## src/verilog/videoPkg.sv

```systemverilog
package videoPkg;

	////////////////////////////////////////////////////////////
	// screen and tilemap geometry
	////////////////////////////////////////////////////////////

	// two scroll layers, slot selected by hCount bit 1
	localparam int LAYER_COUNT = 2;
	// both layers share one 8k byte tilemap RAM
	localparam int TILE_RAM_DEPTH = 8192;

	// pixel and line counters
	typedef logic [8:0] hCountT;
	typedef logic [8:0] vCountT;

	// per-layer scroll offsets, vertical wraps at 256 lines
	typedef logic [8:0] hScrollT;
	typedef logic [7:0] vScrollT;
	typedef logic [2:0] priorityT;

	// {layer, row[4:0], column[5:0], byte}
	typedef logic [12:0] tileRamAddrT;
	typedef logic [7:0] tileIndexT;
	typedef logic [1:0] tileAttrT;
	// {attr[1:0], index[7:0], tileRow[2:0], nibble}
	typedef logic [13:0] gfxAddrT;

	////////////////////////////////////////////////////////////
	// pipeline structs
	////////////////////////////////////////////////////////////

	typedef struct packed {
		hScrollT hScroll;
		vScrollT vScroll;
	} layerScrollT;

	// stage 1 to stage 2, row and nibble ride along for the ROM address
	typedef struct packed {
		logic        valid;
		tileRamAddrT addr;
		logic [2:0]  tileRow;
		logic        nibble;
	} ramReqT;

	typedef struct packed {
		logic    valid;
		logic    layer;
		gfxAddrT addr;
	} gfxOutT;

endpackage

```

## src/verilog/tileFetchStage.sv

```systemverilog
`timescale 1ns/1ps

module tileFetchStage
	import videoPkg::*;
(
	input  logic       CLK_6M,
	input  logic       rst,
	input  ramReqT     ramReq,
	input  logic [7:0] ramData,
	output gfxOutT     gfxOut
);

	// request delayed to match the RAM read latency
	ramReqT    reqD;
	tileIndexT tileIndex;
	tileAttrT  tileAttr;
	logic      indexSlot;
	logic      attrSlot;
	gfxAddrT   nextGfxAddr;

	// byte 0 carries the index, byte 1 the attributes
	assign indexSlot = reqD.valid && !reqD.addr[0];
	assign attrSlot = reqD.valid && reqD.addr[0];

	// only the two low attribute bits reach the ROM
	assign tileAttr = ramData[1:0];

	////////////////////////////////////////////////////////////
	// graphics ROM address
	////////////////////////////////////////////////////////////

	// index from the previous slot, row and nibble from the byte 1 request
	assign nextGfxAddr = {tileAttr, tileIndex, reqD.tileRow, reqD.nibble};

	always_ff @(posedge CLK_6M) begin
		if (rst) begin
			reqD <= '0;
			tileIndex <= '0;
			gfxOut <= '0;
		end else begin
			reqD <= ramReq;

			// stage 2, latch index
			if (indexSlot)
				tileIndex <= ramData;

			// stage 3, one ROM address per slot pair
			gfxOut.valid <= attrSlot;
			if (attrSlot) begin
				// layer bit is the RAM address msb
				gfxOut.layer <= reqD.addr[12];
				gfxOut.addr <= nextGfxAddr;
			end
		end
	end

endmodule

```

## config.mk

```make
export PLATFORM = sky130hd
export DESIGN_NAME = tileFetchStage
export DESIGN_NICKNAME = d
export VERILOG_FILES = /design/src/verilog/videoPkg.sv /design/src/verilog/tileFetchStage.sv
export SDC_FILE = /design/constraint.sdc
export NUM_CORES = 1
export LEC_CHECK = 0
export CAP_MARGIN = 25
export CORE_MARGIN = 5
export CORE_UTILIZATION = 64
export CTS_BUF_LIST = sky130_fd_sc_hd__clkbuf_4
export CTS_CLUSTER_DIAMETER = 50
export DETAILED_ROUTE_END_ITERATION = 7
export DONT_BUFFER_PORTS = 1
export MAX_ROUTING_LAYER = met4
export PLACE_DENSITY = 0.8
export SYNTH_ARGS = -nofsm -noshare
export SYNTH_HDL_FRONTEND = slang
export SYNTH_SLANG_ARGS = --single-unit
```

## constraint.sdc

```tcl
create_clock -name CLK_6M -period 2 [get_ports CLK_6M]
set_clock_uncertainty 0.15 [all_clocks]
set_input_delay 0.5 -clock CLK_6M [delete_from_list [all_inputs] [get_ports CLK_6M]]
set_output_delay 0.5 -clock CLK_6M [all_outputs]
set_load 0.005 [all_outputs]
```

======== Word-level counts from Yosys, hierarchy flattened ========
Cells that the tools add are included.
storage, ports and cells
  output and inout bits ................... 16
  logic and storage cells ................. 11
  register bits ........................... 42
operators by class
  reductions and logical operators ........ 3
operators with widths
  kind               count
  $logic_and 1x1->1  2
  $logic_not 1->1    1

======== Longest topological paths before layout ========
  depth in word-level cells ............... 2
  depth in mapped cells ................... 4
  mapped depth without buffers ............ 2

======== Least setup slack after synthesis ========
Ideal clock, no wire load.
  path type ............................... in2reg
  start ................................... input rst
  end ..................................... register gfxOut[15] in the netlist's numbering
  library setup time ...................... 0.120 ns
  path slack .............................. 0.838 ns
  buffers on the path ..................... 2
  stages .................................. 3
  arrival time ............................ 0.892 ns
  path through ............................ buf_2 -> buf_2 -> nor2_1
RTL lines
  item             RTL line              source
  start, declared  tileFetchStage.sv:7   input logic rst,
  end, declared    tileFetchStage.sv:10  output gfxOutT gfxOut
No word-level cell between the ends.

======== Worst setup path in the final report ========
  start ................................... register reqD[4] in the netlist's numbering
  end ..................................... register tileIndex[1]
on the way
  cells in the longest elaborated chain, start to end .. 2
ends and longest elaborated chain
  item                    RTL line              source
  start, declared         tileFetchStage.sv:14  ramReqT reqD;
  start signal, assigned  tileFetchStage.sv:41  reqD <= ramReq;
  $logic_not 1->1         tileFetchStage.sv:22  assign indexSlot = reqD.valid && !reqD.addr[0];
  $logic_and 1x1->1       tileFetchStage.sv:22
  end signal, assigned    tileFetchStage.sv:45  tileIndex <= ramData;
  end, declared           tileFetchStage.sv:15  tileIndexT tileIndex;
No other way between the ends.
A chain may end at the register's enable or synchronous reset.

==> summary.txt <==
Timing
  • Setup tns final: 0 ns
  • RSZ-0062 raised after global routing: false
  • Slew margin rel.: 0.593
  • Slew Viols, Final: 0
  • Max Freq: 733 MHz
  • Setup violators final: 0
  • Worst setup margin: 0.636 ns
  • Final hold vios: 0
  • Measured slew at the worst slew-check pin: 0.609 ns
  • Final Critical Period: 1.36 ns
  • Final Cycle Share: 0.682

Clock network
  • CTS tree: done
  • Clock Latency Late Sink: 0.32 ns
  • Clk root buf: clkbuf_4
  • Total CTS buffers: 5
  • Max clock buf depth: 2
  • Post_cts resized: 0
  • Clock-pin slew on the worst setup and hold paths: 0.09 ns
  • Hold-fix buffers, CTS: 0
  • # H-tree levels: 2
  • Clock sink count: 31
  • Setup repair bufs after CTS: 0

Setup path
  • Crit. End Element: flip-flop
  • Reg-to-reg endpoint: tileIndex[1]
  • Critical path class: flip-flop to flip-flop
  • CP Data Required Time: 2.11 ns
  • Slowest CP cell: nor2b_1
  • CP top delay family: simple AND/OR/NAND/NOR gates
  • CP max FO: 10
  • Crit Reg-Reg Startpoint: reqD[4]
  • Critical Path AT: 1.47 ns
  • Worst Reg-to-Reg Cells: 2
  • Startpoint Class: flip-flop
  • Worst path bufs/invs: 0
  • Cell chain of the critical path: nor2b_1, mux2i_1
  • Max stage delay on crit path: 0.52 ns
  • R2R Setup Slk: 0.64 ns

Power
  • Power density cells: 837 mW/mm^2
  • Peak supply drop: 523 uV
  • Combinational Power Share: 0.047
  • Internal power: 826 uW
  • Switching Fraction: 0.210
  • Net Sw Power: 219 uW
  • Clock share of power: 0.338
  • Pleak: 0.000447 uW
  • Sequential Power Share: 0.615

Drt
  • Routed length per instance: 14.2 um
  • Vias/cell: 5.31
  • DRC viols: 0
  • Pre-antenna DRT Iters: 2
  • Routed Antenna Nets: 0
  • Routed wire length: 1.93 mm
  • First DRT Iteration DRCs: 4
  • DR vias: 722

Floorplanning
  • Die Y: 53.8 um
  • Initial Utilization: 0.688
  • Row count: 15
  • IO Pins: 44
  • Die Area: 0.00289 sq mm
  • Core area: 0.00178 sq mm
  • Chip Width: 53.8 um

Synthesis
  • Count leader, synth: dfxtp_1
  • Number of synthesized flops with an enable pin: 0
  • Yosys warnings: 0
  • Top post-synthesis cells by area: dfxtp_1, nand2b_1, mux2i_1
  • Synth cell count leaders: dfxtp_1, nand2b_1, mux2i_1, nor2b_1, nand4bb_1
  • Share of the synthesized area in the top cell type: 0.506
  • Synthesized cell area: 0.00123 sq mm
  • Async S/R FF share, synth: 0
  • Syn Area/Cell: 11.0 sq um
  • Syn Nets: 139
  • Most area-hungry cell type in the Yosys netlist: dfxtp_1
  • Synth Instances: 111
  • Yosys cell types: 18
  • Flops & latches, synth: 31
  • Main synth FF type: dfxtp_1
  • Register area share after synthesis: 0.506

Cells and area
  • Ant diodes: 0
  • Area delta synth->final: 1.84%
  • Non-filler cells in the finished layout: 136
  • Util after Layout: 0.700
  • Final instance area: 0.00125 sq mm
  • Nets: 138
  • Layout cells sized above 1: 0.180

Global route
  • Remaining Overflow, GRT: 0
  • Gr usage total: 0.163
  • First-pass GRT wire length: 3.11 mm
  • Number of global-route vias before repair: 695
  • Initial antenna violation count: 0
  • Largest net degree at the start of global routing: 40

Placement
  • Placed Instances: 128
  • Post-DP HPWL: 1.32 mm
  • DP Area: 0.00119 sq mm
  • DP Worst Slack: 0.637 ns
  • Input/output buffers: 0
  • Gpl congestion: 0.684

Worst hold path
  • Hold worst-path end: gfxOut[2]
  • Worst Hold Depth: 1
  • Hold Crit Class: input pin to flip-flop
  • Worst Hold Launch: rst

Flow run
  • Max-Cap Viols: 0

Outcome
  • Run status: complete, no violations
[per-layer routing]
metal	GRT usage	up-vias	wire, um
met3	0.0803	7	140
met5	-	-	0
li1	-	374	-
met2	0.234	22	875
met4	0.102	0	51
met1	0.178	319	862
[power by group through the flow]
stage | logic (uW) | clock network, uW | registers, uW
6_report | 48.9 | 353 | 643
3_5_place_dp | 49.2 | 0 | 658
3_3_place_gp | 48.0 | 0 | 658
4_1_cts | 49.3 | 372 | 644
5_1_grt | 53.7 | 403 | 645
2_1_floorplan | 61.4 | 0 | 654
[worst register-to-register path, cell delays in order (launching register included)]
cell	delay, ns
dfxtp_1	0.40
nor2b_1	0.52
mux2i_1	0.24
[cell usage in the layout (no fill, tap or decap), drive strengths merged]
cell type and count:
mux2i 12, nand2b 20, clkbuf 7, dfxtp 31, a21oi 5, nand4bb 6, and2 1, nand3 5
o21ai 6, a21bo 5, nor2 1, clkinv 1, buf 2, nor2b 8, nand2 1
[how the worst max path moves through the flow]
stage,start,endpoint,cells past startpoint
floorplan,rst,gfxOut[15],3
global route,reqD[4],tileIndex[3],2
CTS,reqD[4],tileIndex[1],2
detailed placement,reqD[4],tileIndex[0],2
global placement,reqD[4],tileIndex[0],2
finish,reqD[4],tileIndex[1],2
[per-stage QoR]
step                total power, uW  hold WS [ns]
global placement                706         0.280
floorplan                       716         0.279
detailed placement              707         0.286
global route                   1100        0.0409
CTS                            1070        0.0568
finish                         1050        0.0805
[flip-flops by register name (all words and copies together) (netlist names)]
signal       count
gfxOut          16
nextGfxAddr      4
reqD             3
tileIndex        8
[layout make-up]
type                    instances  area, sq um
repair buffers                  2         15.0
well taps                      25         31.3
flip-flops and latches         31          621
clock buffers                   7         52.6
multi-input cells              70          524
fillers                       117          534
clock inverters                 1         5.00
[cell families after synthesis]
logic type      count (synthesis)  synth area share
compound gates                 16            0.0979
buf+inv                        10            0.0663
flops                          31             0.506
mux                            12            0.0980
simple gates                   42             0.232
Note: power is estimated with default switching activity, not from simulation.
