### src/verilog/videoPkg.sv
package videoPkg;

	////////////////////////////////////////////////////////////
	// screen and tilemap geometry
	////////////////////////////////////////////////////////////

	// two scroll layers, slot selected by hCount bit 1
	localparam int LAYER_COUNT = 2;
	// both layers share one 8k byte tilemap RAM
	localparam int TILE_RAM_DEPTH = 8192;

	// pixel and line counters
	typedef logic [8:0] hCountT;
	typedef logic [8:0] vCountT;

	// per-layer scroll offsets, vertical wraps at 256 lines
	typedef logic [8:0] hScrollT;
	typedef logic [7:0] vScrollT;
	typedef logic [2:0] priorityT;

	// {layer, row[4:0], column[5:0], byte}
	typedef logic [12:0] tileRamAddrT;
	typedef logic [7:0] tileIndexT;
	typedef logic [1:0] tileAttrT;
	// {attr[1:0], index[7:0], tileRow[2:0], nibble}
	typedef logic [13:0] gfxAddrT;

	////////////////////////////////////////////////////////////
	// pipeline structs
	////////////////////////////////////////////////////////////

	typedef struct packed {
		hScrollT hScroll;
		vScrollT vScroll;
	} layerScrollT;

	// stage 1 to stage 2, row and nibble ride along for the ROM address
	typedef struct packed {
		logic        valid;
		tileRamAddrT addr;
		logic [2:0]  tileRow;
		logic        nibble;
	} ramReqT;

	typedef struct packed {
		logic    valid;
		logic    layer;
		gfxAddrT addr;
	} gfxOutT;

endpackage

### src/verilog/videoTiming.sv
`timescale 1ns/1ps

module videoTiming
	import videoPkg::*;
(
	input  logic   CLK_6M,
	input  logic   rst,
	input  logic   nHsync,
	input  logic   nVsync,
	output hCountT hCount,
	output vCountT vCount
);

	// previous sync levels
	logic hsyncLast;
	logic vsyncLast;
	logic hFall;
	logic vFall;

	// falling edge, current input low and last level high
	assign hFall = !nHsync && hsyncLast;
	assign vFall = !nVsync && vsyncLast;

	always_ff @(posedge CLK_6M) begin
		if (rst) begin
			hsyncLast <= 1'b0;
			vsyncLast <= 1'b0;
		end else begin
			hsyncLast <= nHsync;
			vsyncLast <= nVsync;
		end
	end

	////////////////////////////////////////////////////////////
	// pixel and line counters
	////////////////////////////////////////////////////////////

	always_ff @(posedge CLK_6M) begin
		if (rst) begin
			hCount <= '0;
			vCount <= '0;
		end else begin
			// new line on hsync fall, otherwise one pixel per clock
			if (hFall)
				hCount <= '0;
			else
				hCount <= hCount + 1'b1;

			// frame restart wins over the line step
			if (vFall)
				vCount <= '0;
			else if (hFall)
				vCount <= vCount + 1'b1;
		end
	end

endmodule
### config.mk
export PLATFORM = sky130hd
export DESIGN_NAME = videoTiming
export DESIGN_NICKNAME = d
export VERILOG_FILES = /design/src/verilog/videoPkg.sv /design/src/verilog/videoTiming.sv
export SDC_FILE = /design/constraint.sdc
export NUM_CORES = 1
export LEC_CHECK = 0
export BUFFER_PORTS_ARGS = -buffer_cell sky130_fd_sc_hd__buf_4
export CORE_AREA = 2 2 48 50
export DETAILED_ROUTE_END_ITERATION = 10
export DIE_AREA = 0 0 50 52
export SLEW_MARGIN = 20
export SYNTH_ARGS = -nofsm -noshare
export SYNTH_HDL_FRONTEND = slang
export SYNTH_SLANG_ARGS = --single-unit
export TNS_END_PERCENT = 100
### constraint.sdc
create_clock -name CLK_6M -period 2.5 [get_ports CLK_6M]
set_input_delay 0.125 -clock CLK_6M [delete_from_list [all_inputs] [get_ports CLK_6M]]
set_output_delay 0.125 -clock CLK_6M [all_outputs]
set_load 0.05 [all_outputs]
**Word level (Yosys, flattened, before mapping)**

Cells that the tools add are included.

- ROM bits: 0
- Register bits after elaboration: 20
- Bits in latches: 0
- Logic and storage cells: 12
- Memory bits (writable): 0
- Input bits: 4
- Memories kept: 0

- Reductions and logical operators: 6
- Mux-type cells: 0
- $mul: 0
- $lt $le $gt $ge: 0
- Add/sub/neg operators: 2
- Shift-type cells: 0
- Divide/modulo/power cells: 0
- Bitwise gates (word level): 0
- Equality and inequality tests: 0

Operator list:

| operator | number |
|---|---|
| adder 9 x 1 -> 9 bit, second input constant | 2 |
| OR reduction 2 bit | 2 |
| logical AND 1 bit | 2 |
| zero test 1 bit | 2 |

**Depth between registers and ports, before layout**

- Word-level depth: 3
- Gate-level depth with buffers: 4

**Worst setup path after synthesis**

No wires, ideal clock.

- Kind: reg-to-reg
- From: register vCount[0]
- To: register vCount[8]
- Data arrival time: 1682 ps
- Period minus slack after synthesis: 1752 ps
- Cell stages (with the launch flop): 5
- Setup slack: 748 ps
- Buffers on the path: 0
- Path through: dfxtp_1 ha_1 nand3b_1 or4_1 a21oi_1

- Longest elaborated chain between the ends: 1

RTL lines:

| element | line | text |
|---|---|---|
| start, declared | videoTiming.sv:11 | `output vCountT vCount` |
| start signal, assigned | videoTiming.sv:53 | `vCount <= vCount + 1'b1;` |
| adder 9 x 1 -> 9 bit | videoTiming.sv:53 |  |

Every way passes these cells.
A chain may end at the register's enable or synchronous reset.

**Final worst setup path**

Ends and elaborated chain as after synthesis.

==> tab_implementation.tex <==
\begin{tabular}{lr}
\hline
Metric & Value \\
\hline
\multicolumn{2}{l}{\textbf{Synth}} \\
\#FFs+latches synth & 20 \\
Main synth FF type & sky130\_fd\_sc\_hd\_\_dfxtp\_1 \\
Yosys warns & 0 \\
Post-synth EDFFs & 0 \\
Post-synthesis async set-or-reset flop share & 0 \\
Sequential area share after synthesis & 0.483 \\
Synth cell types & 23 \\
Synthesized instance count & about 90 \\
Synthesized area per cell & roughly 9.0 um2 \\
Post-Syn Nets & 98 \\
Synthesized area & 830 um2 \\
\multicolumn{2}{l}{\textbf{Clock network}} \\
Worst-path clk slew & 0.11 ns \\
Clock latency of the later-clocked register in the worst-skew pair & 0.29 ns \\
CTS tree & yes \\
Total clock sinks & 20 \\
TritonCTS buffer count & 3 \\
Post CTS Setup Buffer Count & 0 \\
Max Buffers Root-to-Sink & 2 \\
Clock tree root driver cell & sky130\_fd\_sc\_hd\_\_clkbuf\_4 \\
H-tree levels & 1 \\
\multicolumn{2}{l}{\textbf{Power and ir drop}} \\
Total power divided by cell area & 534 nW/um2 \\
Leakage power & 0.406 nW \\
VDD IR max & approximately 380 uV \\
\multicolumn{2}{l}{\textbf{Global routing}} \\
Wire length of the first global-routing pass & between 2 and 3 mm \\
Global routing usage summed across all routing layers & 0.137 \\
Largest net degree at the start of global routing & 12 \\
Initial antenna violation count & 0 \\
Final global-route overflow total & 0 \\
Number of global-route vias before repair & 669 \\
\multicolumn{2}{l}{\textbf{STA}} \\
Total Neg Setup Slack & 0 ns \\
Normalized max-slew margin & 0.796 \\
Final hold vios & 0 \\
Measured slew at the worst slew-check pin & 0.306 ns \\
Setup repair after global routing missed its margin & false \\
Maximum clock rate & 652 MHz \\
Minimum period implied by the final worst setup slack & 1.53 ns \\
Final critical-path setup slack & 0.966 ns \\
Count of endpoints failing setup in the final report & 0 \\
Skew final & approximately 0.00049 ns \\
Final Cycle Share & 0.614 \\
Fin. max-slew vios & 0 \\
\multicolumn{2}{l}{\textbf{Critical path}} \\
Data arrival time of the critical path & 1.76 ns \\
Crit path buffers/inverters & 0 \\
Stage delay of the slowest cell on the critical path & 0.52 ns \\
CP Class & reg2reg \\
Startpoint type of the worst setup path & flop \\
Data required time of the worst path & 2.73 ns \\
Largest fanout of any net on the critical path & 7 \\
Crit path max-delay family & simple AND/OR/NAND/NOR gates \\
Cells along the critical path & ha\_1, nand3b\_1, or4\_1, a21oi\_1 \\
Cell with the largest stage delay on the worst path & sky130\_fd\_sc\_hd\_\_or4\_1 \\
Capturing element type of the critical path & flop \\
\multicolumn{2}{l}{\textbf{Final layout}} \\
Share of layout cells above drive strength 1 & 0.224 \\
Number of diodes & 0 \\
Final \#Nets & roughly 120 \\
Synthesis-to-finish area growth & 27.0\% \\
\multicolumn{2}{l}{\textbf{Floorplanning}} \\
Core Region & around 2100 um2 \\
Die X-Extent & approximately 50 um \\
Die area & 2600 um2 \\
Boundary pin count & 22 \\
Starting utilization of the core area & 0.394 \\
Number of cell rows & 17 \\
Height of the die & roughly 52 um \\
\multicolumn{2}{l}{\textbf{Placement}} \\
Port Buffer Count & 21 \\
Estimated wirelength of the detail-placed design & around 1.2 mm \\
RePlAce Congestion & 0.801 \\
Post-Place Setup Slack & about 1 ns \\
\multicolumn{2}{l}{\textbf{Route}} \\
Drc violations & 0 \\
Pre-Repair DR Iteration Count & 4 \\
DRT iter0 DRCs & 11 \\
Avg Vias per Cell & 5.15 \\
Count of antenna-violating nets left after detailed routing & 0 \\
Routed wire length & 1.60 mm \\
Vias after detailed routing & 742 \\
WL/cell & 11.1 um \\
\multicolumn{2}{l}{\textbf{Run}} \\
Number of violations of the max-capacitance limit & 0 \\
\multicolumn{2}{l}{\textbf{Worst hold path}} \\
Path class of the lowest-slack min-delay path & in2reg \\
\multicolumn{2}{l}{\textbf{Status}} \\
Status & finished clean \\
\hline
\end{tabular}
[kinds of logic after synthesis]
logic type                 after synthesis  synth area share
buffers and inverters                    5            0.0317
xor gates and xnor gates                 5            0.0528
adders and majority gates                2            0.0302
and+or+nand+nor                         38             0.249
AOI/OAI and AO/OA                       22             0.154
DFF                                     20             0.483
[layout make-up]
class,instances,area (um2)
Fill cell,201,1050
Tap cell,28,35.0
Timing Repair Buffer,22,168
Multi-Input combinational cell,67,403
Clock buffer,4,36.3
Sequential cell,20,400
Inverter,3,11.3
[power breakdown]
part | internal, W | total, W | switching [W] | leakage (nW)
Sequential | 0.000325 | 0.000332 | 0.00000688 | 0.162
Clock | 0.0000886 | 0.000181 | 0.0000921 | 0.0210
Combinational | 0.0000175 | 0.0000498 | 0.0000323 | 0.223
[final timing paths]
check / cells past startpoint / end / slack, ns / from
worst min-delay path: 3 / vsyncLast / 0.05 / nVsync
worst min register to register: 1 / hCount[0] / 0.49 / hCount[0]
worst max-delay path: 4 / vCount[8] / 0.97 / vCount[0]
worst max register to register: 4 / vCount[8] / 0.97 / vCount[0]
[state kept, by name, indices dropped and copies added, names as in the netlist]
name       cells
hCount         9
hsyncLast      1
vCount         9
vsyncLast      1
[per-stage QoR]
stage | power (W) | std cells | area (um2) | hold slack [ns] | util
final | 0.000562 | 144 | 1050 | 0.0478 | 0.500
after global routing | 0.000595 | 144 | 1050 | 0.0525 | 0.500
after CTS | 0.000573 | 144 | 1050 | 0.0387 | 0.500
after detailed placement | 0.000389 | 139 | 1010 | 0.313 | 0.478
after global placement | 0.000388 | 139 | 1010 | 0.312 | 0.478
after floorplan | 0.000373 | 92 | 830 | 0.197 | -
[Yosys cell counts, types with 2 or more instances]
| cell type | count | area (um2) |
|---|---|---|
| sky130_fd_sc_hd__a21oi_1 | 11 | 55.1 |
| sky130_fd_sc_hd__dfxtp_1 | 20 | 400 |
| sky130_fd_sc_hd__ha_1 | 2 | 25.0 |
| sky130_fd_sc_hd__inv_1 | 3 | 11.3 |
| sky130_fd_sc_hd__nand2_1 | 9 | 33.8 |
| sky130_fd_sc_hd__nand3_1 | 4 | 20.0 |
| sky130_fd_sc_hd__nand4_1 | 2 | 12.5 |
| sky130_fd_sc_hd__nor2_1 | 7 | 26.3 |
| sky130_fd_sc_hd__o21ai_0 | 4 | 20.0 |
| sky130_fd_sc_hd__o31ai_1 | 6 | 45.0 |
| sky130_fd_sc_hd__or3_1 | 4 | 25.0 |
| sky130_fd_sc_hd__or4_1 | 6 | 45.0 |
| sky130_fd_sc_hd__xnor2_1 | 2 | 17.5 |
| sky130_fd_sc_hd__xor2_1 | 3 | 26.3 |
[what timing repair did]
action | in CTS | in global routing
hold buffers | 1 | 0
endpoints found under the hold margin | 2 | 0
gates resized for setup | 0 | 0
[layout by cell type (no fill, tap or decap)]
| cell | count |
|---|---|
| sky130_fd_sc_hd__clkbuf_4 | 3 |
| sky130_fd_sc_hd__dfxtp_1 | 20 |
| sky130_fd_sc_hd__nand3_2 | 1 |
| sky130_fd_sc_hd__o21ai_0 | 4 |
| sky130_fd_sc_hd__nand4_1 | 2 |
| sky130_fd_sc_hd__inv_1 | 3 |
| sky130_fd_sc_hd__or4_1 | 6 |
| sky130_fd_sc_hd__dlygate4sd3_1 | 1 |
| sky130_fd_sc_hd__o31ai_1 | 6 |
| sky130_fd_sc_hd__nand3_1 | 4 |
| sky130_fd_sc_hd__ha_1 | 2 |
| sky130_fd_sc_hd__buf_4 | 21 |
| sky130_fd_sc_hd__nor2b_1 | 1 |
| sky130_fd_sc_hd__and2b_1 | 1 |
| sky130_fd_sc_hd__nor2_1 | 7 |
| sky130_fd_sc_hd__nand2b_1 | 1 |
| sky130_fd_sc_hd__xnor2_1 | 2 |
| sky130_fd_sc_hd__a21o_1 | 1 |
| sky130_fd_sc_hd__a21oi_1 | 11 |
| sky130_fd_sc_hd__nand3b_1 | 1 |
| sky130_fd_sc_hd__and3_1 | 1 |
| sky130_fd_sc_hd__xor2_1 | 3 |
| sky130_fd_sc_hd__or3_1 | 4 |
| sky130_fd_sc_hd__nand2_1 | 9 |
| sky130_fd_sc_hd__clkbuf_8 | 1 |
[worst min-delay path: cells and delay by family]
kind	cells	cell delay, ns
buffers and inverters	2	0.11
AND/OR/NAND/NOR	1	0.07
[layer usage]
| metal | up-vias | GRT usage | routed length (um) |
|---|---|---|---|
| met5 | - | 0 | 0 |
| met4 | 0 | 0.0741 | 17 |
| met3 | 2 | 0.0345 | 57 |
| met2 | 15 | 0.217 | 744 |
| met1 | 347 | 0.170 | 774 |
| li1 | 378 | - | - |
No activity file was read; power rests on OpenSTA's default activity.
