===== src/verilog/videoPkg.sv =====
package videoPkg;

	////////////////////////////////////////////////////////////
	// screen and tilemap geometry
	////////////////////////////////////////////////////////////

	// two scroll layers, slot selected by hCount bit 1
	localparam int LAYER_COUNT = 2;
	// both layers share one 8k byte tilemap RAM
	localparam int TILE_RAM_DEPTH = 8192;

	// pixel and line counters
	typedef logic [8:0] hCountT;
	typedef logic [8:0] vCountT;

	// per-layer scroll offsets, vertical wraps at 256 lines
	typedef logic [8:0] hScrollT;
	typedef logic [7:0] vScrollT;
	typedef logic [2:0] priorityT;

	// {layer, row[4:0], column[5:0], byte}
	typedef logic [12:0] tileRamAddrT;
	typedef logic [7:0] tileIndexT;
	typedef logic [1:0] tileAttrT;
	// {attr[1:0], index[7:0], tileRow[2:0], nibble}
	typedef logic [13:0] gfxAddrT;

	////////////////////////////////////////////////////////////
	// pipeline structs
	////////////////////////////////////////////////////////////

	typedef struct packed {
		hScrollT hScroll;
		vScrollT vScroll;
	} layerScrollT;

	// stage 1 to stage 2, row and nibble ride along for the ROM address
	typedef struct packed {
		logic        valid;
		tileRamAddrT addr;
		logic [2:0]  tileRow;
		logic        nibble;
	} ramReqT;

	typedef struct packed {
		logic    valid;
		logic    layer;
		gfxAddrT addr;
	} gfxOutT;

endpackage


===== src/verilog/scrollAddrStage.sv =====
`timescale 1ns/1ps

module scrollAddrStage
	import videoPkg::*;
(
	input  logic                         CLK_6M,
	input  logic                         rst,
	input  hCountT                       hCount,
	input  vCountT                       vCount,
	input  layerScrollT [LAYER_COUNT-1:0] scroll,
	output ramReqT                       ramReq
);

	// four slots per tile fetch, layer then byte
	logic        slotLayer;
	logic        slotByte;
	layerScrollT curScroll;
	hCountT      hSum;
	vCountT      vSum;
	tileRamAddrT nextAddr;

	assign slotLayer = hCount[1];
	assign slotByte = hCount[0];

	// scroll of the layer owning this slot
	assign curScroll = scroll[slotLayer];

	////////////////////////////////////////////////////////////
	// screen to tilemap space
	////////////////////////////////////////////////////////////

	// both sums wrap, 512 wide
	assign hSum = hCount + curScroll.hScroll;
	assign vSum = vCount + vCountT'(curScroll.vScroll);

	// row from vertical bits 7:3, column from horizontal bits 8:3
	assign nextAddr = {slotLayer, vSum[7:3], hSum[8:3], slotByte};

	always_ff @(posedge CLK_6M) begin
		if (rst) begin
			ramReq <= '0;
		end else begin
			// free running, valid from the first clock out of reset
			ramReq.valid <= 1'b1;
			ramReq.addr <= nextAddr;
			// pixel row inside the tile
			ramReq.tileRow <= vSum[2:0];
			// left or right half of the 8 pixel row
			ramReq.nibble <= hSum[2];
		end
	end

endmodule


===== config.mk =====
export PLATFORM = sky130hd
export DESIGN_NAME = scrollAddrStage
export DESIGN_NICKNAME = d
export VERILOG_FILES = /design/src/verilog/videoPkg.sv /design/src/verilog/scrollAddrStage.sv
export SDC_FILE = /design/constraint.sdc
export NUM_CORES = 1
export LEC_CHECK = 0
export BUFFER_PORTS_ARGS = -buffer_cell sky130_fd_sc_hd__clkbuf_2
export CAP_MARGIN = 20
export CORE_MARGIN = 8
export CORE_UTILIZATION = 46
export CTS_BUF_LIST = sky130_fd_sc_hd__clkbuf_8
export CTS_CLUSTER_DIAMETER = 30
export DETAILED_ROUTE_END_ITERATION = 8
export PLACE_DENSITY = 0.89
export SLEW_MARGIN = 40
export SYNTH_ARGS = -nofsm -noshare
export SYNTH_HDL_FRONTEND = slang
export SYNTH_SLANG_ARGS = --single-unit

===== constraint.sdc =====
create_clock -name CLK_6M -period 2.83 [get_ports CLK_6M]
set_clock_uncertainty 0.05 [all_clocks]
set_input_delay 0.1415 -clock CLK_6M [delete_from_list [all_inputs] [get_ports CLK_6M]]
set_output_delay 0.1415 -clock CLK_6M [all_outputs]
set_load 0.01 [all_outputs]

[Yosys cells after proc, flatten, opt, wreduce, memory -nomap -nowiden]
Cells that the tools add are included.
Storage, ports and cells
  flip-flop bits (word level): 18
Cells by class
  muxes and demuxes: 3
  $lt $le $gt $ge: 1
  $add $sub $neg: 2
Operator list (count)
  2-to-1 mux 17 bit: 2
  2-to-1 mux 18 bit: 1
  adder 9 bit: 1
  adder 8 bit: 1
  less-than comparator 1 x 2 -> 1 bit, second input constant: 1

[Longest topological paths before layout]
Gate-level depths: netlist of run 1.
  depth in word-level cells: 4
  mapped depth: 10

[Worst setup path after synthesis of run 1]
Ideal clock, no wire load.
  kind: input to register
  start point: input port hCount[1]
  end point: register ramReq[15] (netlist bit)
  stages on the path: 9
  arrival: 1.954 ns
  library setup time: 0.069 ns
  path slack: 0.757 ns
  cells stage by stage: buf_6 buf_2 mux2i_1 inv_1 ha_1 a21oi_1 o2111ai_1 a2111o_1 o21ai_1
Between the ends
  longest elaborated chain between the ends: 3
RTL lines
  from (decl): line scrollAddrStage.sv:8  | input hCountT hCount,
  2-to-1 mux 17 bit (not written as such) (2 in series): line scrollAddrStage.sv:26  | assign curScroll = scroll[slotLayer];
  adder 8 bit: line scrollAddrStage.sv:34  | assign vSum = vCount + vCountT'(curScroll.vScroll);
  to (decl): line scrollAddrStage.sv:11  | output ramReqT ramReq
No other way between the ends. The select of a mux whose other input is x is not followed.
A chain may end at the register's enable or synchronous reset.

[Final worst setup path of run 1]
  start point: input port hCount[1]
  end point: register ramReq[9] (netlist bit)
Between the ends
  longest elaborated chain between the ends: 3
RTL lines
  2-to-1 mux 17 bit (not written as such) (2 in series): line scrollAddrStage.sv:26
  adder 9 bit *: line scrollAddrStage.sv:33  | assign hSum = hCount + curScroll.hScroll;
Mark *: on every way between the ends. The rest lies on a longest branch, timed or not. The select of a mux whose other input is x is not followed.

==> results.json, run 1 <==
{
  "initial_util": 0.490,
  "initial_antenna_violation_count": 0,
  "gp_routability_congestion": 0.783,
  "async_reset_ff_frac": 0,
  "setup_viol": 0,
  "critPathSlowestCell": "mux2_2",
  "via_per_instance_ratio": 5.47,
  "grt_setup_unrepaired": "no",
  "timing.fmax_mhz": 474,
  "netlist.top_cell.by_area": "dfxtp_1",
  "worst-endpoint-required_ns": 2.93,
  "netlist.area_leader.share": 0.264,
  "cts_root_buf": "clkbuf_8",
  "worst_hold_path_type": "in -> reg",
  "pin_count_of_the_biggest_net_entering_global_routing": 25,
  "synth_enable_flop_cells": 0,
  "rows": 19,
  "cts_hold_repair.buffers": 0,
  "worst_pin_slew_ns": 0.478,
  "route.detailed.drc": 0,
  "syn_area_sq_um": 1360,
  "largest-register": "ramReq",
  "post-dp-hpwl_um": 3050,
  "setup.worst_path.start_class": "primary input",
  "cap_viol_max_count": 0,
  "final_layout_size_suffix_gt1_frac": 0.437,
  "nets": 285,
  "hold_viol_final": 0,
  "synth_area_per_cell_sq_um": 9.41,
  "port-buffer-count": 70,
  "timing.final.max_slew_violations": 0,
  "synthToLayoutAreaGrowth_pct": 31.0,
  "critical_path.top_delay_family": "multiplexers",
  "status": "finished, final reports clean",
  "clock_path_buffers": 2,
  "synth_seq_cells": 18,
  "detailed_route_via_count": 1345,
  "stdcell_area_sq_um": 1790,
  "crit_path_cells": "clkbuf_2 > mux2_2 > ha_1 > a211oi_2 > o21bai_1 > a41oi_1 > mux2_4",
  "cts_num_sinks": 18,
  "global_route_wire_length_before_repair_um": 6000,
  "path_depth": 7,
  "min_path_cells": 2,
  "drt_pre_antenna_iters": 4,
  "tritoncts_clock_tree": "yes",
  "final_period_minus_worst_setup_slack_ns": 2.11,
  "slowest_delay_ns": 0.39,
  "setup_tns_ns": 0,
  "count_of_boundary_i_o_pins": 72,
  "most_numerous_cell_in_the_yosys_netlist": "dfxtp_1",
  "synth.cells.most_frequent": "dfxtp_1, ha_1, mux2_2",
  "placeableCoreArea_sq_um": 2780,
  "wl_per_cell_um": 14.7,
  "detail_route.wirelength_um": 3630,
  "crit_buf_inv": 1,
  "drt_iter0_markers": 43,
  "power_leakage_nw": 0.860,
  "clock_tree.htree_level_count": 1,
  "timing.slew.headroom": 0.681,
  "ys_types": 46,
  "grt_pass1_vias": 1362,
  "diodes": 0,
  "yosys-top-cells-area": "dfxtp_1, ha_1, mux2_2",
  "synth_nets": 214,
  "ys_warn_count": 0,
  "detail-route-antenna-nets": 0,
  "die_x_um": 70.5,
  "critPathMaxFanout": 15,
  "track_usage": 0.143,
  "cts-resized-gates": 0,
  "timing.critical_path.arrival_ns": 2.21,
  "reg_top3": "ramReq (18)",
  "critical_path.endpoint_type": "flip-flop",
  "die_h_um": 70.5,
  "largest_register_ffs": 18,
  "placed_cell_area_sq_um": 1730,
  "power_per_cell_area_nw_per_um2": 459,
  "final.hold.worst_slack_ns": 0.0804,
  "yosysSeqAreaShare": 0.264,
  "cts_setup_buffers": 0,
  "cts.reportedPaths.clkPinSlew_ns": 0.07,
  "grt_overflow_total": 0,
  "ys.flop_type": "dfxtp_1",
  "setup.worst_path.class": "in -> reg",
  "synthesis.instances": 145,
  "ir_drop_mv": 0.285,
  "design.die.area_sq_um": 4960,
  "number_of_buffers_created_by_cts": 3,
  "final.period_utilization": 0.746
}
==> cell families after synthesis <==
logic type / count (synthesis) / share of synthesized area
simple gates: 43 / 0.167
flops: 18 / 0.264
compound gates: 33 / 0.193
xor+xnor: 4 / 0.0257
buf+inv: 13 / 0.0431
fa+ha+maj: 15 / 0.143
mux: 19 / 0.164
==> cell usage in the layout, fill, tap and decap left out, types with 4 or more instances in the layout <==
cell / synthesis / final
clkbuf_8: 0 / 4
mux2i_1: 4 / 4
nor2_1: 7 / 7
o211ai_1: 4 / 4
ha_1: 14 / 14
nand2_1: 9 / 9
nor2b_1: 7 / 7
nor3_1: 7 / 7
dfxtp_1: 18 / 18
o21a_1: 4 / 4
mux2_2: 13 / 13
inv_1: 7 / 7
clkbuf_2: 0 / 70
==> final cells by class <==
| type | instances | area [sq um] |
|---|---|---|
| well taps | 31 | 38.8 |
| fillers | 253 | 995 |
| repair buffers | 71 | 358 |
| flip-flops and latches | 18 | 360 |
| clock buffers | 4 | 55.1 |
| multi-input cells | 114 | 945 |
| inverters | 8 | 30.0 |
==> layer usage <==
| layer | wire [um] | GRT usage | vias up |
|---|---|---|---|
| met4 | 96 | 0.0692 | 0 |
| met2 | 1840 | 0.258 | 46 |
| li1 | - | - | 685 |
| met3 | 249 | 0.0395 | 10 |
| met5 | 0 | 0 | - |
| met1 | 1440 | 0.148 | 604 |
==> final timing paths <==
path                  slack, ns  startpoint              endpoint
worst max-delay path       0.72   hCount[1]  ramReq[9]$_SDFF_PP0_
worst min-delay path       0.08   hCount[0]  ramReq[4]$_SDFF_PP0_
==> per-stage QoR <==
step / worst slack, ns / utilization / instances / power [mW]
after global placement: 0.472 / 0.623 / 242 / 0.599
after CTS: 0.703 / 0.642 / 246 / 0.826
after global routing: 0.584 / 0.642 / 246 / 0.868
after floorplan: 0.757 / - / 145 / 0.504
after detailed placement: 0.434 / 0.623 / 242 / 0.611
final: 0.719 / 0.642 / 246 / 0.820
==> power by group <==
group	switching [mW]	internal [mW]	total, mW
Sequential	0.00911	0.288	0.297
Combinational	0.158	0.149	0.307
Clock	0.0921	0.124	0.216
Total	0.260	0.561	0.820
Power figures use the tool's default switching activity.
==> run 2: changes to the inputs <==
==> constraint.sdc (replaced) <==
create_clock -name CLK_6M -period 2.2 [get_ports CLK_6M]
set_clock_uncertainty 0.05 [all_clocks]
set_input_delay 0.11 -clock CLK_6M [delete_from_list [all_inputs] [get_ports CLK_6M]]
set_output_delay 0.11 -clock CLK_6M [all_outputs]
set_load 0.01 [all_outputs]
==> results.json, run 2 (synthesis gave the netlist of run 1 again) <==
{
  "reg_top3": "ramReq (18)",
  "cts_root_buf": "clkbuf_8",
  "pin_count_of_the_biggest_net_entering_global_routing": 24,
  "commonest_cells_after_routing_fill_and_taps_aside": "clkbuf_2, dfxtp_1, ha_1, mux2_2",
  "setup.worst_path.class": "in -> reg",
  "gp_routability_congestion": 0.796,
  "post-dp-hpwl_um": 3130,
  "global_route_wire_length_before_repair_um": 6150,
  "port-buffer-count": 70,
  "nets": 293,
  "timing.critical_path.arrival_ns": 1.99,
  "setup_tns_ns": 0,
  "setup_viol": 0,
  "drt_iter0_markers": 49,
  "die_h_um": 70.5,
  "route.detailed.drc": 0,
  "min_path_cells": 2,
  "worst_hold_path_type": "in -> reg",
  "detailedPlace.worstSlack_ns": 0.0646,
  "cts_num_sinks": 18,
  "timing.slew.headroom": 0.776,
  "finalPower_mw": 1.07,
  "holdCritStartpoint": "hCount[0]",
  "diodes": 0,
  "multiInputGateArea_sq_um": 945,
  "clock_tree.htree_level_count": 1,
  "grt_setup_unrepaired": "no",
  "crit_path_cells": "clkbuf_2 > buf_4 > mux2i_1 > inv_1 > ha_1 > a21oi_1 > o2111ai_1 > a2111o_1 > o21ai_1",
  "cts.reportedPaths.clkPinSlew_ns": 0.07,
  "design.die.area_sq_um": 4960,
  "clock_path_buffers": 2,
  "number_of_buffers_created_by_cts": 3,
  "largest_register_ffs": 18,
  "status": "finished, final reports clean",
  "hold_viol_final": 0,
  "power_per_cell_area_nw_per_um2": 580,
  "wl_per_cell_um": 14.5,
  "detail_route.wirelength_um": 3670,
  "slowest_delay_ns": 0.43,
  "fill_cells": 235,
  "cts-resized-gates": 0,
  "count_of_boundary_i_o_pins": 72,
  "final_layout_size_suffix_gt1_frac": 0.457,
  "die_x_um": 70.5,
  "synthToLayoutAreaGrowth_pct": 35.4,
  "track_usage": 0.146,
  "initial_antenna_violation_count": 0,
  "tritoncts_clock_tree": "yes",
  "cts_setup_buffers": 0,
  "critPathMaxFanout": 9,
  "setup.worst_path.start_class": "primary input",
  "via_per_instance_ratio": 5.42,
  "final_common_cell": "clkbuf_2",
  "grt_overflow_total": 0,
  "largest-register": "ramReq",
  "timing.final.max_slew_violations": 0,
  "rows": 19,
  "detail-route-antenna-nets": 0,
  "placeableCoreArea_sq_um": 2780,
  "critPathSlowestCell": "a2111o_1",
  "ir_drop_mv": 0.368,
  "worst-endpoint-required_ns": 2.34,
  "final.hold.worst_slack_ns": 0.0564,
  "worst_pin_slew_ns": 0.336,
  "timing.fmax_mhz": 541,
  "final_period_minus_worst_setup_slack_ns": 1.85,
  "cap_viol_max_count": 0,
  "drt_pre_antenna_iters": 4,
  "critical_path.endpoint_type": "flip-flop",
  "initial_util": 0.490,
  "final.period_utilization": 0.841,
  "sequential_cell_area_sq_um": 360,
  "cts_hold_repair.buffers": 0,
  "detailed_route_via_count": 1377,
  "finalWorstSetupSlack_ns": 0.350,
  "power_leakage_nw": 0.898,
  "grt_pass1_vias": 1422,
  "min_to": "ramReq[4]$_SDFF_PP0_"
}
==> run 2: layout make-up <==
| cell class | count | share of cell area |
|---|---|---|
| Tap cell | 31 | 0.0210 |
| Multi-Input combinational cell | 114 | 0.512 |
| Sequential cell | 18 | 0.195 |
| Inverter | 8 | 0.0163 |
| Timing Repair Buffer | 79 | 0.226 |
| Clock buffer | 4 | 0.0298 |
==> run 2: critical path, delay by kind of cell <==
kind                     cells  cell delay [ns]
buffers and inverters        3             0.50
adder cells (fa/ha/maj)      1             0.26
multiplexers                 1             0.24
AO/OA/AOI/OAI                4             0.88
==> run 2: worst max-delay path by stage <==
stage               from                    end  slack [ns]  cells past startpoint
2_1_floorplan  hCount[1]  ramReq[15]$_SDFF_PP0_        0.16                      9
3_3_place_gp   hCount[1]  ramReq[15]$_SDFF_PP0_        0.10                      9
3_5_place_dp   hCount[1]  ramReq[15]$_SDFF_PP0_        0.06                      9
4_1_cts        hCount[1]  ramReq[15]$_SDFF_PP0_        0.34                      9
5_1_grt        hCount[1]  ramReq[15]$_SDFF_PP0_        0.17                      9
6_report       hCount[1]  ramReq[15]$_SDFF_PP0_        0.35                      9
==> run 2: per-layer routing <==
metal	wire [um]	global-route usage	up-vias
met5	0	0	-
met4	58	0.0692	0
met3	247	0.0353	6
met2	1890	0.261	53
met1	1470	0.156	621
li1	-	-	697
==> run 2: per-stage QoR <==
step                      cell area (sq um)  cells   util
final                                  1850    254  0.664
after global routing                   1850    254  0.664
after CTS                              1850    254  0.664
after detailed placement               1790    250  0.644
after global placement                 1790    250  0.644
after floorplan                        1360    145      -
==> run 2: power breakdown <==
group | internal (mW) | leakage, nW | switching, mW
clock | 0.159 | 0.0288 | 0.115
combinational | 0.207 | 0.719 | 0.209
sequential | 0.371 | 0.150 | 0.0112
==> run 3: changes to the inputs <==
==> constraint.sdc (replaced) <==
create_clock -name CLK_6M -period 1.9 [get_ports CLK_6M]
set_clock_uncertainty 0.05 [all_clocks]
set_input_delay 0.095 -clock CLK_6M [delete_from_list [all_inputs] [get_ports CLK_6M]]
set_output_delay 0.095 -clock CLK_6M [all_outputs]
set_load 0.01 [all_outputs]
==> results.json, run 3 (synthesis gave the netlist of run 1 again) <==
{
  "route.detailed.drc": 0,
  "clock_path_buffers": 2,
  "cts_num_sinks": 18,
  "rows": 19,
  "diodes": 0,
  "ir_drop_mv": 0.576,
  "drt_iter0_markers": 56,
  "worst-endpoint-required_ns": 2.03,
  "power.net_switching_uw": 406,
  "pin_count_of_the_biggest_net_entering_global_routing": 15,
  "worst_pin_slew_ns": 0.335,
  "timing.slew.headroom": 0.776,
  "post-dp-hpwl_um": 3330,
  "tritoncts_clock_tree": "yes",
  "detail-route-antenna-nets": 0,
  "setup_tns_ns": 0,
  "synthToLayoutAreaGrowth_pct": 44.4,
  "track_usage": 0.156,
  "slowest_delay_ns": 0.33,
  "initial_antenna_violation_count": 0,
  "count_of_boundary_i_o_pins": 72,
  "reg_top3": "ramReq (18)",
  "final_common_cell": "clkbuf_2",
  "worst_hold_path_type": "in -> reg",
  "cts_root_buf": "clkbuf_8",
  "design.die.area_sq_um": 4960,
  "via_per_instance_ratio": 5.47,
  "port-buffer-count": 70,
  "setup.worst_path.class": "in -> reg",
  "commonest_cells_after_routing_fill_and_taps_aside": "clkbuf_2, buf_4, dfxtp_1, ha_1, mux2_2",
  "cap_viol_max_count": 0,
  "finalPower_mw": 1.29,
  "crit_path_frequent_cell": "o21a_1",
  "gp_routability_congestion": 0.780,
  "power_frac_clock": 0.244,
  "hold_viol_final": 0,
  "largest_register_ffs": 18,
  "power.share.sequential": 0.343,
  "die_x_um": 70.5,
  "drt_pre_antenna_iters": 4,
  "nets": 306,
  "cellInternalPower_uw": 885,
  "grt_overflow_total": 0,
  "place.detailed.instances": 263,
  "power_per_cell_area_nw_per_um2": 655,
  "cts.reportedPaths.clkPinSlew_ns": 0.07,
  "placeableCoreArea_sq_um": 2780,
  "final_core_utilization": 0.708,
  "critPathMaxFanout": 9,
  "final.period_utilization": 0.954,
  "detail_route.wirelength_um": 4110,
  "timing.final.max_slew_violations": 0,
  "stdcell_area_sq_um": 1970,
  "critPathSlowestCell": "mux2_2",
  "number_of_buffers_created_by_cts": 3,
  "crit_path_cells": "clkbuf_4 > buf_6 > mux2_2 > ha_1 > inv_1 > fa_2 > nor2b_2 > o21a_1 > o21a_1 > o211ai_1",
  "wl_per_cell_um": 15.4,
  "global_route_wire_length_before_repair_um": 6660,
  "comb_power_share": 0.413,
  "grt_setup_unrepaired": "no",
  "status": "finished, final reports clean",
  "switching_share": 0.315,
  "timing.fmax_mhz": 552,
  "power_leakage_nw": 0.963,
  "fill_cells": 201,
  "fin_cells": 267,
  "largest-register": "ramReq",
  "die_h_um": 70.5,
  "critical_path.endpoint_type": "flip-flop",
  "grt_pass1_vias": 1563,
  "cts_setup_buffers": 0,
  "detailed_route_via_count": 1461,
  "final_layout_size_suffix_gt1_frac": 0.508,
  "clock_tree.htree_level_count": 1,
  "setup.worst_path.start_class": "primary input",
  "setup_viol": 0,
  "placed_cell_area_sq_um": 1900,
  "final_period_minus_worst_setup_slack_ns": 1.81,
  "timing.critical_path.arrival_ns": 1.94,
  "initial_util": 0.490
}
-- run 3: worst max-delay path, delay by kind of cell --
| family | cells | cell delay (ns) |
|---|---|---|
| compound gates | 3 | 0.58 |
| fa+ha+maj | 2 | 0.44 |
| buf+inv | 3 | 0.43 |
| mux | 1 | 0.33 |
| simple gates | 1 | 0.06 |
-- run 3: power by group through the flow --
stage	clock network [mW]	registers [mW]	logic, mW
2_1_floorplan	0	0.478	0.284
3_3_place_gp	0	0.449	0.501
3_5_place_dp	0	0.451	0.516
4_1_cts	0.320	0.443	0.526
5_1_grt	0.336	0.447	0.585
6_report	0.316	0.443	0.533
-- run 3: metrics by stage --
stage | hold WS, ns | setup slack (ns)
CTS | 0.0404 | 0.0114
finish | 0.0433 | 0.0871
floorplan | 0.173 | 0.0112
detailed placement | 0.302 | -0.183
global route | 0.0468 | 0.00722
global placement | 0.298 | -0.156
-- run 3: path summary, 6_finish.rpt --
check,from,endpoint,slack [ns],cells past startpoint
worst min-delay path,hCount[0],ramReq[4]$_SDFF_PP0_,0.04,2
worst max-delay path,hCount[1],ramReq[14]$_SDFF_PP0_,0.09,10
-- run 3: layout make-up --
cell class                      instances  area (sq um)  share of cell area
Timing Repair Buffer                   92           522               0.265
Multi-Input combinational cell        114           963               0.489
Tap cell                               31          38.8              0.0197
Clock buffer                            4          55.1              0.0280
Sequential cell                        18           360               0.183
Inverter                                8          30.0              0.0152
-- run 3: metal layers --
layer | GRT usage | routed length, um | vias up
met5 | 0 | 0 | -
met1 | 0.156 | 1600 | 672
met3 | 0.0297 | 220 | 10
met2 | 0.304 | 2210 | 49
met4 | 0.0603 | 80 | 0
li1 | - | - | 730
-- run 3: repair_timing --
action / CTS / global route
hold buffers: 0 / 0
gates resized for setup: 1 / 6
pin swaps: 0 / 2
setup endpoints to repair: 1 / 7
